**config.mk**
```make
export PLATFORM = sky130hd
export DESIGN_NAME = lsu_top
export DESIGN_NICKNAME = d
export VERILOG_FILES = /design/src/lsu_pkg.sv /design/src/lsu_load_align.sv /design/src/lsu_read_engine.sv /design/src/lsu_request.sv /design/src/lsu_top.sv /design/src/lsu_write_engine.sv
export SDC_FILE = /design/constraint.sdc
export NUM_CORES = 1
export LEC_CHECK = 0
export CORE_UTILIZATION = 45
export DETAILED_ROUTE_END_ITERATION = 8
export DONT_BUFFER_PORTS = 1
export GPL_ROUTABILITY_DRIVEN = 1
export PLACE_DENSITY = 0.71
export SYNTH_ARGS = -nofsm -noshare
export SYNTH_HDL_FRONTEND = slang
export SYNTH_SLANG_ARGS = --single-unit
```
**constraint.sdc**
```tcl
create_clock -name clock -period 5.2 [get_ports clock]
set_input_delay 0.78 -clock clock [delete_from_list [all_inputs] [get_ports clock]]
set_output_delay 0.78 -clock clock [all_outputs]
set_load 0.1 [all_outputs]
```
**src/lsu_pkg.sv**
```systemverilog
package lsu_pkg;

	// ------------------------------------------------------------------------
	// access kinds seen by the load/store unit
	// ------------------------------------------------------------------------
	typedef enum logic [2:0] {
		LB  = 3'd0,
		LH  = 3'd1,
		LW  = 3'd2,
		LBU = 3'd3,
		LHU = 3'd4,
		SB  = 3'd5,
		SH  = 3'd6,
		SW  = 3'd7
	} mem_op_t;

	// ------------------------------------------------------------------------
	// bus geometry
	// ------------------------------------------------------------------------
	// byte lanes on the data bus
	localparam int BUS_BYTES = 8;
	// word size, also the beat-split boundary
	localparam int WORD_BYTES = 4;

	typedef logic [BUS_BYTES-1:0]   lane_strb_t;
	typedef logic [8*BUS_BYTES-1:0] bus_data_t;
	typedef logic [31:0]            addr_t;

endpackage

```
**src/lsu_load_align.sv**
```systemverilog
`timescale 1ns/1ps

module lsu_load_align (
	input  logic               clock,
	input  logic               reset,
	input  logic               rd_done,
	input  lsu_pkg::bus_data_t rd_data,
	input  logic               second_beat,
	input  lsu_pkg::mem_op_t   op,
	input  lsu_pkg::addr_t     addr,
	output logic [31:0]        resp_data
);

	localparam int WB = lsu_pkg::WORD_BYTES;

	lsu_pkg::bus_data_t                   first_q;
	lsu_pkg::lane_strb_t                  first_lanes;
	logic [WB-1:0]                        word_lanes;
	logic [$clog2(lsu_pkg::BUS_BYTES)-1:0] lane;
	logic [8*WB-1:0]                      word;

	// hold the first beat of a split load
	always_ff @(posedge clock) begin
		if (reset)
			first_q <= '0;
		else if (rd_done && !second_beat)
			first_q <= rd_data;
	end

	// lanes from the start address up to the split boundary
	assign word_lanes = {WB{1'b1}} << addr[1:0];
	assign first_lanes = addr[2] ? {word_lanes, {WB{1'b0}}} : {{WB{1'b0}}, word_lanes};

	// ------------------------------------------------------------------------
	// byte gather
	// ------------------------------------------------------------------------
	always_comb begin
		lane = '0;
		word = '0;
		for (int i = 0; i < WB; i++) begin
			lane = addr[2:0] + i[2:0];
			if (second_beat && first_lanes[lane])
				word[8*i +: 8] = first_q[8*lane +: 8];
			else
				word[8*i +: 8] = rd_data[8*lane +: 8];
		end
	end

	// extension by access kind
	always_comb begin
		case (op)
			lsu_pkg::LB: resp_data = {{24{word[7]}}, word[7:0]};
			lsu_pkg::LBU: resp_data = {24'b0, word[7:0]};
			lsu_pkg::LH: resp_data = {{16{word[15]}}, word[15:0]};
			lsu_pkg::LHU: resp_data = {16'b0, word[15:0]};
			default: resp_data = word;
		endcase
	end

endmodule

```
**src/lsu_read_engine.sv**
```systemverilog
`timescale 1ns/1ps

module lsu_read_engine (
	input  logic               clock,
	input  logic               reset,
	input  logic               rd_start,
	input  lsu_pkg::addr_t     beat_addr,
	output logic               rd_done,
	output lsu_pkg::bus_data_t rd_data,
	output logic               ar_valid,
	input  logic               ar_ready,
	output lsu_pkg::addr_t     ar_addr,
	input  logic               r_valid,
	output logic               r_ready,
	input  lsu_pkg::bus_data_t r_data
);

	localparam logic [1:0] ST_IDLE = 2'd0;
	localparam logic [1:0] ST_ADDR = 2'd1;
	localparam logic [1:0] ST_DATA = 2'd2;

	logic [1:0]         state;
	lsu_pkg::bus_data_t data_q;

	// one read beat, ar then r
	always_ff @(posedge clock) begin
		if (reset) begin
			state <= ST_IDLE;
			ar_valid <= 1'b0;
			r_ready <= 1'b0;
		end else begin
			case (state)
				ST_IDLE: if (rd_start) begin
					state <= ST_ADDR;
					ar_valid <= 1'b1;
				end
				ST_ADDR: if (ar_ready) begin
					state <= ST_DATA;
					ar_valid <= 1'b0;
					r_ready <= 1'b1;
				end
				ST_DATA: if (r_valid) begin
					state <= ST_IDLE;
					r_ready <= 1'b0;
				end
				default: state <= ST_IDLE;
			endcase
		end
	end

	// request stage holds the beat address for the whole beat
	assign ar_addr = beat_addr;
	assign rd_done = r_valid && r_ready;

	always_ff @(posedge clock) begin
		if (rd_done)
			data_q <= r_data;
	end

	// live bus word in the done cycle, held copy afterwards
	assign rd_data = rd_done ? r_data : data_q;

endmodule

```
**src/lsu_request.sv**
```systemverilog
`timescale 1ns/1ps

module lsu_request (
	input  logic                clock,
	input  logic                reset,
	input  logic                req_valid,
	input  lsu_pkg::mem_op_t    req_op,
	input  lsu_pkg::addr_t      req_addr,
	input  logic [31:0]         req_wdata,
	output logic                req_ready,
	output logic                rd_start,
	output logic                wr_start,
	input  logic                rd_done,
	input  logic                wr_done,
	output lsu_pkg::addr_t      beat_addr,
	output lsu_pkg::lane_strb_t beat_strb,
	output lsu_pkg::bus_data_t  beat_wdata,
	output lsu_pkg::mem_op_t    op,
	output lsu_pkg::addr_t      addr,
	output logic                second_beat,
	output logic                resp_valid
);

	localparam int BUS_W = 8 * lsu_pkg::BUS_BYTES;
	localparam int WB = lsu_pkg::WORD_BYTES;

	logic                       busy;
	logic                       start_q;
	logic                       accept;
	logic                       done;
	logic                       is_store;
	logic                       two_beat;
	logic [31:0]                wdata_q;
	logic [WB-1:0]              size_mask;
	lsu_pkg::lane_strb_t        span;
	lsu_pkg::lane_strb_t        first_strb;
	lsu_pkg::lane_strb_t        second_strb;
	lsu_pkg::addr_t             second_addr;
	logic [2*BUS_W-1:0]         wdata_dbl;

	assign accept = req_valid && req_ready;
	assign done = rd_done || wr_done;
	// a new request may overlap the response cycle of the old one
	assign req_ready = !busy || resp_valid;

	// ------------------------------------------------------------------------
	// request register and beat sequencing
	// ------------------------------------------------------------------------
	always_ff @(posedge clock) begin
		if (accept) begin
			op <= req_op;
			addr <= req_addr;
			wdata_q <= req_wdata;
		end
	end

	always_ff @(posedge clock) begin
		if (reset) begin
			busy <= 1'b0;
			start_q <= 1'b0;
			second_beat <= 1'b0;
			resp_valid <= 1'b0;
		end else begin
			start_q <= accept || (done && two_beat && !second_beat);
			resp_valid <= done && (!two_beat || second_beat);
			if (accept)
				busy <= 1'b1;
			else if (resp_valid)
				busy <= 1'b0;
			if (accept)
				second_beat <= 1'b0;
			else if (done && two_beat)
				second_beat <= 1'b1;
		end
	end

	assign is_store = op inside {lsu_pkg::SB, lsu_pkg::SH, lsu_pkg::SW};
	assign rd_start = start_q && !is_store;
	assign wr_start = start_q && is_store;

	// ------------------------------------------------------------------------
	// beat address, strobes and write data
	// ------------------------------------------------------------------------
	always_comb begin
		case (op)
			lsu_pkg::LB, lsu_pkg::LBU, lsu_pkg::SB: size_mask = 4'b0001;
			lsu_pkg::LH, lsu_pkg::LHU, lsu_pkg::SH: size_mask = 4'b0011;
			default: size_mask = 4'b1111;
		endcase
	end

	// bytes of the access relative to its word, upper half spills past the boundary
	assign span = {{WB{1'b0}}, size_mask} << addr[1:0];
	assign two_beat = |span[2*WB-1:WB];

	// lane half chosen by address bit 2
	assign first_strb = addr[2] ? {span[WB-1:0], {WB{1'b0}}} : {{WB{1'b0}}, span[WB-1:0]};
	assign second_strb = addr[2] ? {{WB{1'b0}}, span[2*WB-1:WB]} : {span[2*WB-1:WB], {WB{1'b0}}};
	assign second_addr = {addr[31:2], 2'b00} + lsu_pkg::addr_t'(WB);

	assign beat_addr = second_beat ? second_addr : addr;
	assign beat_strb = second_beat ? second_strb : first_strb;

	// rotate store value left by the byte offset within the bus word
	assign wdata_dbl = {2{lsu_pkg::bus_data_t'(wdata_q)}} << {addr[2:0], 3'b000};
	assign beat_wdata = wdata_dbl[2*BUS_W-1 -: BUS_W];

endmodule

```
**src/lsu_top.sv**
```systemverilog
`timescale 1ns/1ps

module lsu_top (
	input  logic               clock,
	input  logic               reset,
	// pipeline side
	input  logic               req_valid,
	input  lsu_pkg::mem_op_t   req_op,
	input  lsu_pkg::addr_t     req_addr,
	input  logic [31:0]        req_wdata,
	output logic               req_ready,
	output logic               resp_valid,
	output logic [31:0]        resp_data,
	// read channels
	output logic               ar_valid,
	input  logic               ar_ready,
	output lsu_pkg::addr_t     ar_addr,
	input  logic               r_valid,
	output logic               r_ready,
	input  lsu_pkg::bus_data_t r_data,
	// write channels
	output logic               aw_valid,
	input  logic               aw_ready,
	output lsu_pkg::addr_t     aw_addr,
	output logic               w_valid,
	input  logic               w_ready,
	output lsu_pkg::bus_data_t w_data,
	output logic [7:0]         w_strb,
	input  logic               b_valid,
	output logic               b_ready
);

	logic                rd_start;
	logic                wr_start;
	logic                rd_done;
	logic                wr_done;
	lsu_pkg::addr_t      beat_addr;
	lsu_pkg::lane_strb_t beat_strb;
	lsu_pkg::bus_data_t  beat_wdata;
	lsu_pkg::bus_data_t  rd_data;
	lsu_pkg::mem_op_t    op;
	lsu_pkg::addr_t      addr;
	logic                second_beat;

	lsu_request u_request (
		.clock(clock), .reset(reset),
		.req_valid(req_valid), .req_op(req_op), .req_addr(req_addr),
		.req_wdata(req_wdata), .req_ready(req_ready),
		.rd_start(rd_start), .wr_start(wr_start),
		.rd_done(rd_done), .wr_done(wr_done),
		.beat_addr(beat_addr), .beat_strb(beat_strb), .beat_wdata(beat_wdata),
		.op(op), .addr(addr), .second_beat(second_beat),
		.resp_valid(resp_valid)
	);

	lsu_read_engine u_read_engine (
		.clock(clock), .reset(reset),
		.rd_start(rd_start), .beat_addr(beat_addr),
		.rd_done(rd_done), .rd_data(rd_data),
		.ar_valid(ar_valid), .ar_ready(ar_ready), .ar_addr(ar_addr),
		.r_valid(r_valid), .r_ready(r_ready), .r_data(r_data)
	);

	lsu_write_engine u_write_engine (
		.clock(clock), .reset(reset),
		.wr_start(wr_start), .beat_addr(beat_addr),
		.beat_strb(beat_strb), .beat_wdata(beat_wdata), .wr_done(wr_done),
		.aw_valid(aw_valid), .aw_ready(aw_ready), .aw_addr(aw_addr),
		.w_valid(w_valid), .w_ready(w_ready), .w_data(w_data), .w_strb(w_strb),
		.b_valid(b_valid), .b_ready(b_ready)
	);

	lsu_load_align u_load_align (
		.clock(clock), .reset(reset),
		.rd_done(rd_done), .rd_data(rd_data),
		.second_beat(second_beat), .op(op), .addr(addr),
		.resp_data(resp_data)
	);

endmodule

```
**src/lsu_write_engine.sv**
```systemverilog
`timescale 1ns/1ps

module lsu_write_engine (
	input  logic                clock,
	input  logic                reset,
	input  logic                wr_start,
	input  lsu_pkg::addr_t      beat_addr,
	input  lsu_pkg::lane_strb_t beat_strb,
	input  lsu_pkg::bus_data_t  beat_wdata,
	output logic                wr_done,
	output logic                aw_valid,
	input  logic                aw_ready,
	output lsu_pkg::addr_t      aw_addr,
	output logic                w_valid,
	input  logic                w_ready,
	output lsu_pkg::bus_data_t  w_data,
	output lsu_pkg::lane_strb_t w_strb,
	input  logic                b_valid,
	output logic                b_ready
);

	localparam logic [1:0] ST_IDLE = 2'd0;
	localparam logic [1:0] ST_ADDR = 2'd1;
	localparam logic [1:0] ST_DATA = 2'd2;
	localparam logic [1:0] ST_RESP = 2'd3;

	logic [1:0] state;

	// ------------------------------------------------------------------------
	// aw, then w, then b, strictly in order
	// ------------------------------------------------------------------------
	always_ff @(posedge clock) begin
		if (reset) begin
			state <= ST_IDLE;
			aw_valid <= 1'b0;
			w_valid <= 1'b0;
			b_ready <= 1'b0;
		end else begin
			case (state)
				ST_IDLE: if (wr_start) begin
					state <= ST_ADDR;
					aw_valid <= 1'b1;
				end
				ST_ADDR: if (aw_ready) begin
					state <= ST_DATA;
					aw_valid <= 1'b0;
					w_valid <= 1'b1;
				end
				ST_DATA: if (w_ready) begin
					state <= ST_RESP;
					w_valid <= 1'b0;
					b_ready <= 1'b1;
				end
				ST_RESP: if (b_valid) begin
					state <= ST_IDLE;
					b_ready <= 1'b0;
				end
				default: state <= ST_IDLE;
			endcase
		end
	end

	// payload is stable from the request stage until wr_done
	assign aw_addr = beat_addr;
	assign w_data = beat_wdata;
	assign w_strb = beat_strb;

	// beat ends on the b transfer
	assign wr_done = b_valid && b_ready;

endmodule

```
==> results of run 1 <==
cells in the mapped netlist (5+ instances only):
cell type / number / share of area, %
o21ai_0: 66 / 2.4
o311ai_1: 8 / 0.50
o31ai_1: 23 / 1.2
mux2_2: 74 / 6.0
buf_1: 15 / 0.40
o22ai_1: 5 / 0.22
a2111oi_0: 16 / 1.0
nor2b_1: 7 / 0.31
a21oi_1: 151 / 5.4
a22oi_1: 37 / 2.0
nand4_1: 8 / 0.36
nand2_1: 255 / 6.9
nand3_1: 40 / 1.4
nor3_1: 78 / 2.8
mux2_4: 17 / 1.8
buf_2: 31 / 1.1
mux4_2: 79 / 13
mux2_1: 7 / 0.56
ha_1: 12 / 1.1
nand2b_1: 7 / 0.31
edfxtp_1: 67 / 14
a211oi_1: 6 / 0.32
buf_4: 38 / 2.0
dfxtp_1: 141 / 20
mux2i_1: 82 / 5.9
xnor2_1: 22 / 1.4
clkbuf_1: 67 / 1.8
buf_6: 10 / 0.81
nor2_1: 64 / 1.7
xor2_1: 7 / 0.44
and3_1: 9 / 0.40
inv_1: 12 / 0.32
cells by family (layout without fill, tap and decap cells):
family	count (synthesis)	after routing	synth area share [%]
muxes	259	259	26.99
AOI/OAI and AO/OA	324	325	13.91
adders and majority gates	12	12	1.076
DFF	208	208	34.64
and+or+nand+nor	484	484	15.02
other	0	2	0
buffers and inverters	175	225	6.544
xor gates and xnor gates	29	29	1.820
cells in the final DEF, fill, tap and decap left out, types with 7 or more instances in the layout:
cell type,count
nand2_1,253
a21oi_1,142
dfxtp_1,141
buf_4,105
mux2i_1,82
mux4_2,79
nor3_1,76
mux2_2,74
edfxtp_1,67
o21ai_2,44
nor2_1,42
nand3_1,40
a22oi_1,37
buf_12,36
clkbuf_16,28
xnor2_2,22
o21ai_0,22
buf_16,22
o31ai_1,20
nor2_2,19
mux2_4,17
a2111oi_0,14
ha_1,12
inv_1,10
and3_1,9
a21oi_2,9
o311ai_4,8
nand4_1,8
nand2b_1,7
mux2_1,7
path summary, 6_finish.rpt:
check | to | from | depth (start not counted) | slack [ns]
max | resp_data[17] | u_request.addr[1] | 11 | 0.15
max reg2reg | u_request.wdata_q[12] | u_request.resp_valid | 4 | 1.96
min reg2reg | u_load_align.first_q[62] | u_load_align.first_q[62] | 2 | 0.50
min | u_load_align.first_q[32] | reset | 1 | 0.32
flip-flops by register name, indices dropped and copies added (netlist names), 2 cells and up:
| name | count |
|---|---|
| u_read_engine.data_q | 64 |
| u_load_align.first_q | 64 |
| u_write_engine.state | 2 |
| u_request.wdata_q | 32 |
| u_request.addr | 32 |
| u_request.op | 3 |
| u_read_engine.state | 2 |
power groups by stage:
| stage | sequential (mW) | clock [mW] | combinational (mW) |
|---|---|---|---|
| 2_1_floorplan | 2.16 | 0 | 2.81 |
| 4_1_cts | 2.18 | 1.72 | 3.85 |
| 3_5_place_dp | 2.21 | 0 | 3.84 |
| 3_3_place_gp | 2.19 | 0 | 3.77 |
| 6_report | 2.19 | 1.70 | 3.92 |
| 5_1_grt | 2.21 | 1.79 | 4.06 |
layer usage:
metal,vias up,wire length [microns],part of all wire (%)
met5,-,0,0
met4,0,2017,4.2
met3,149,7215,15
met2,940,21980,45
met1,6140,17100,35
li1,5541,-,-
layout make-up:
cell class              count  area share [%]
clock buffers              38           4.379
multi-input cells        1109           51.80
clock inverters             6          0.1945
well taps                 396           2.852
repair buffers            167           12.59
inverters                  14          0.3241
diodes                      2         0.02881
flip-flops and latches    208           27.83
through the flow:
stage	setup WS, ns	hold slack (ns)	std cells
6_report	0.1492	0.3189	1940
5_1_grt	0.03674	0.3066	1940
4_1_cts	0.1206	0.3050	1937
3_5_place_dp	0.6981	0.4868	1893
3_3_place_gp	0.7604	0.4782	1893
2_1_floorplan	0.1873	0.4644	1491
repair_timing:
| item | CTS | global route |
|---|---|---|
| hold buffers | 0 | 0 |
| endpoints found under the setup margin | 0 | 15 |
| resized for setup | 0 | 5 |
worst register-to-register path, delay by kind of cell, from the launching register on:
family | cells | cell delay, ns
flops | 1 | 0.97
buf+inv | 2 | 0.83
simple gates | 2 | 1.06
==> flow_summary.toml, run 1 <==
[clock_network]
cts_max_path_buffers = 3
clk_pin_slew_worst_paths_ns = 0.06
htree_levels = 1
root_buffer = "clkbuf_16"
cts.sinks = 208
cts_setup_buffers = 0
cts_tree = "done"
clkLatencyLatePin_ns = 0.53
numCtsBuffers = 24

[setup_path]
critPathSlowestCell = "a2111oi_0"
path_class = "flop to output pin"
cp.required_ns = 4.42
cp_max_fo = 10
cpMostUsedCell = "clkinv_1"
crit_family = "compound AO/OA/AOI/OAI gates"
cp-start-kind = "flop"
endpoint_kind = "output pin"
cp.buffers_inverters = 4
path_cells = "clkinv_1 -> ha_1 -> clkinv_1 -> o311ai_2 -> a21oi_4 -> nor2_2 -> buf_4 -> mux2_1 -> a2111oi_0 -> o311ai_4 -> buf_12"
critPathMaxStageDelay_ns = 0.93
arrival_ns = 4.27

[pwr]
power.density_nw_per_um2 = 449.0
power.switching_mw = 3.324
combPwrFrac_pct = 50.2
p_clk_share_pct = 21.8
total_power_mw = 7.800
p_int_mw = 4.477
power.leakage_nw = 7.018
p_seq_share_pct = 28.0
swShare_pct = 42.61
ir_drop_mv = 0.2956

[route]
vias = 12770
wl_per_cell_microns = 24.90
dr.pass1.iters = 6
dr.first_iter.drc_count = 1300
final_antenna_net_count = 0
vias_per_cell = 6.582
totalWireLength_mm = 48.31
route.detailed.drc = 0

[outcome]
status = "completed"

[placement]
dpl.hpwl_mm = 33.82
place.gp.congestion = 0.9845
dpl-instance-area_sq_um = 16550
portBuffers = 0

[timing]
hold_viol = 0
setup_viol_count_final = 0
fmax_mhz = 198.0
min_period_ns = 5.051
slew_violations = 0
tns_ns = 0
tightest_slew_ns = 1.181
rsz0062_at_grt = "no"
clock_skew_ns = 0.01462
slew_headroom_pct = 21.29
period_share_pct = 97.13

[final_layout]
drive_above_1_share_pct = 33.14
multi_input_area_sq_um = 8999
regArea_sq_um = 4835
fin_util_pct = 56.79
n_fill_cell = 2529
syn_to_final_growth_pct = 24.46
layout.nets = 1675
final_area_sq_um = 17370

[die]
die_area_sq_um = 31730
coreArea_sq_um = 30590
die_h_microns = 178.1
start_util_pct = 45.63
num_io_pins = 314
std_cell_rows = 64
die_w_microns = 178.1

[grt]
use_met3_pct = 11.00
grt_max_degree = 78
track_usage_pct = 29.87
grt-ovfl-total = 0
top_usage_layer = "met2"
grt_use_met2_pct = 46.42
grt_pass1_vias = 12220
antenna_found_initial = 2
grt_use_met1_pct = 37.17
grt_pass1_wl_mm = 72.28

[synth]
synth_cells = 1491
synthArstFlopShare_pct = 0
synth.avg_cell_area_sq_um = 9.361
synth_cell_types = 55
synth-seq-cells = 208
synth_edf_count = 67
synth_seq_area_share_pct = 34.64
syn_nets = 1642
netlist_area_sq_um = 13960
synth_ff_type = "dfxtp_1"
yosys_warnings = 0

[min_path]
hold_path_class = "input port to flop"

[flow_run]
drv_cap = 0
No activity file was read; power rests on OpenSTA's default activity.
==> run 2, diff against run 1 <==
Settings changed: SYNTH_HIERARCHICAL set to 1.
==> run 2 against run 1 <==
Compared with the run above:
- synthesized cell count up 1.7%
- clock power is 11% higher
- first-iteration DRC count increased by 8.8%
- cell count shrank 1.9%
==> flow_summary.toml, run 2 <==
[setup_path]
path_cells = "buf_4 -> and2b_1 -> nor2_1 -> o31a_1 -> buf_4 -> nand2_1 -> o311ai_0 -> or4_1 -> o311ai_4 -> buf_12"
r2r_start = "u_request/resp_valid"
arrival_ns = 4.15
cp-start-kind = "flop"
cp_max_fo = 30
rrSetupSlack_ns = 2.00
critPathSlowestCell = "and2b_1"
crit_family = "simple AND/OR/NAND/NOR gates"
path_class = "flop to output pin"
rr_worst_depth = 5
cp.buffers_inverters = 3
cp.required_ns = 4.42
critPathMaxStageDelay_ns = 0.61
cpMostUsedCell = "buf_4"
critical_path_depth = 10
reg2reg_to = "u_request/wdata_q[14]"
endpoint_kind = "output pin"

[pwr]
swShare_pct = 42.31
combPwrFrac_pct = 47.1
power.leakage_nw = 6.751
p_clk_share_pct = 25.2
power.switching_mw = 3.176
ir_drop_mv = 0.4842
p_int_mw = 4.331
power.density_nw_per_um2 = 423.8
p_seq_share_pct = 27.7

[synth]
synth_cell_types = 84
synth.avg_cell_area_sq_um = 10.02
yosys-top-cells-count = "242 x nand2_1, 141 x dfxtp_1, 139 x buf_4"
synth_ff_type = "dfxtp_1"
synth_top_cell_by_area = "dfxtp_1"
netlist_area_sq_um = 15200
yosysMostFrequentCell = "nand2_1"
syn_nets = 1670
synth_cells = 1517
netlist.area_leader.share_pct = 18.57
synthArstFlopShare_pct = 0
synth_area_leaders = "dfxtp_1 19%, mux4_2 16%, edfxtp_1 13%, buf_4 6.9%, nand2_1 6.0%"
synth_edf_count = 67
yosys_warnings = 6
synth-seq-cells = 208
synth_seq_area_share_pct = 31.81

[clock_network]
cts_max_path_buffers = 3
cts.sinks = 208
numCtsBuffers = 26
root_buffer = "clkbuf_16"
cts_tree = "done"
cts_setup_buffers = 0
post_cts_resize_count = 0
htree_levels = 1
clkLatencyLatePin_ns = 0.55
cts-hold-fix-buffers = 0
clk_pin_slew_worst_paths_ns = 0.06

[grt]
grt_use_met2_pct = 48.27
grt_use_met1_pct = 32.04
grt_pass1_vias = 11800
grt-ovfl-total = 0
top_usage_layer = "met2"
track_usage_pct = 28.35
use_met3_pct = 7.924
grt_max_degree = 86
grt_pass1_wl_mm = 73.87
antenna_found_initial = 9

[timing]
hold_viol = 0
holdWs_ns = 0.3027
setup_viol_count_final = 0
min_period_ns = 4.928
period_share_pct = 94.76
slew_headroom_pct = 12.68
tns_ns = 0
slew_violations = 0
fmax_mhz = 202.9
rsz0062_at_grt = "no"
clock_skew_ns = 0.01405
setup_ws_ns = 0.2725
tightest_slew_ns = 1.310

[placement]
dpl.hpwl_mm = 35.47
dp_cells = 1848
portBuffers = 0
pre_cts_ws_ns = 0.8935
place.gp.congestion = 0.9763

[final_layout]
drive_above_1_share_pct = 35.76
layout_common_cells = "239 x nand2_1, 141 x dfxtp_1, 107 x mux4_2"
layout.nets = 1587
syn_to_final_growth_pct = 16.56
final_common_cell = "nand2_1"
top_regs = "u_load_align/first_q x64, u_read_engine/data_q x64"
fin_util_pct = 53.90
n_fill_cell = 2789
layout.cells.non_filler = 1904

[flow_run]
drv_cap = 0

[route]
vias_per_cell = 6.508
totalWireLength_mm = 50.52
dr.pass1.iters = 6
wl_per_cell_microns = 26.53
final_antenna_net_count = 0
route.detailed.drc = 0
dr.first_iter.drc_count = 1414
vias = 12390

[min_path]
hold_path_class = "input port to flop"
hold_path_end = "u_read_engine/ar_valid"
holdPathStages = 1
hp-start = "reset"

[outcome]
status = "completed"

[die]
die_w_microns = 185.8
start_util_pct = 46.24
coreArea_sq_um = 32870
die_h_microns = 185.8
die_area_sq_um = 34510
num_io_pins = 314
std_cell_rows = 66
-- run 2: area by class of cell --
class | count | area, sq um | area share, %
multi-input cells | 1034 | 9399 | 53.06
repair buffers | 133 | 1894 | 10.69
clock buffers | 34 | 752.0 | 4.245
clock inverters | 14 | 145.1 | 0.8193
inverters | 31 | 116.4 | 0.6569
well taps | 442 | 553.0 | 3.122
flip-flops and latches | 208 | 4835 | 27.29
diodes | 8 | 20.02 | 0.1130
-- run 2: kinds of logic (layout without fill, tap and decap cells) --
| family | after synthesis | count (layout) | share of synthesized area [%] |
|---|---|---|---|
| XOR/XNOR | 32 | 32 | 1.844 |
| AND/OR/NAND/NOR | 428 | 428 | 13.01 |
| multiplexers | 230 | 230 | 26.01 |
| buffers and inverters | 275 | 212 | 11.25 |
| other | 0 | 8 | 0 |
| AO/OA/AOI/OAI | 330 | 330 | 14.93 |
| flip-flops | 208 | 208 | 31.81 |
| adder cells (fa/ha/maj) | 14 | 14 | 1.153 |
-- run 2: metal layers --
metal	share of wire [%]	vias up
li1	-	5330
met1	34	5986
met2	48	877
met3	12	194
met4	6.1	4
met5	0.051	-
-- run 2: power groups by stage --
| stage | clock (mW) | sequential (mW) | combinational [mW] |
|---|---|---|---|
| after floorplan | 0 | 2.07 | 2.63 |
| after global placement | 0 | 2.10 | 3.46 |
| after detailed placement | 0 | 2.11 | 3.48 |
| after CTS | 1.91 | 2.08 | 3.50 |
| after global routing | 1.97 | 2.10 | 3.66 |
| final | 1.89 | 2.08 | 3.54 |
-- run 2: how the worst max path moves through the flow --
| stage | from | end | slack, ns |
|---|---|---|---|
| 3_3_place_gp | u_request/addr[0] | resp_data[22] | 0.97 |
| 6_report | u_request/addr[1] | resp_data[23] | 0.27 |
| 4_1_cts | u_request/addr[1] | resp_data[22] | 0.28 |
| 5_1_grt | u_request/addr[1] | resp_data[22] | 0.06 |
| 3_5_place_dp | u_request/addr[1] | resp_data[22] | 0.89 |
| 2_1_floorplan | u_request/addr[1] | resp_data[17] | 0.008 |
-- run 2: metrics by stage --
stage,area (sq um),power (mW)
2_1_floorplan,15230,4.697
3_3_place_gp,16800,5.555
3_5_place_dp,16800,5.589
4_1_cts,17690,7.487
5_1_grt,17700,7.728
6_report,17710,7.508
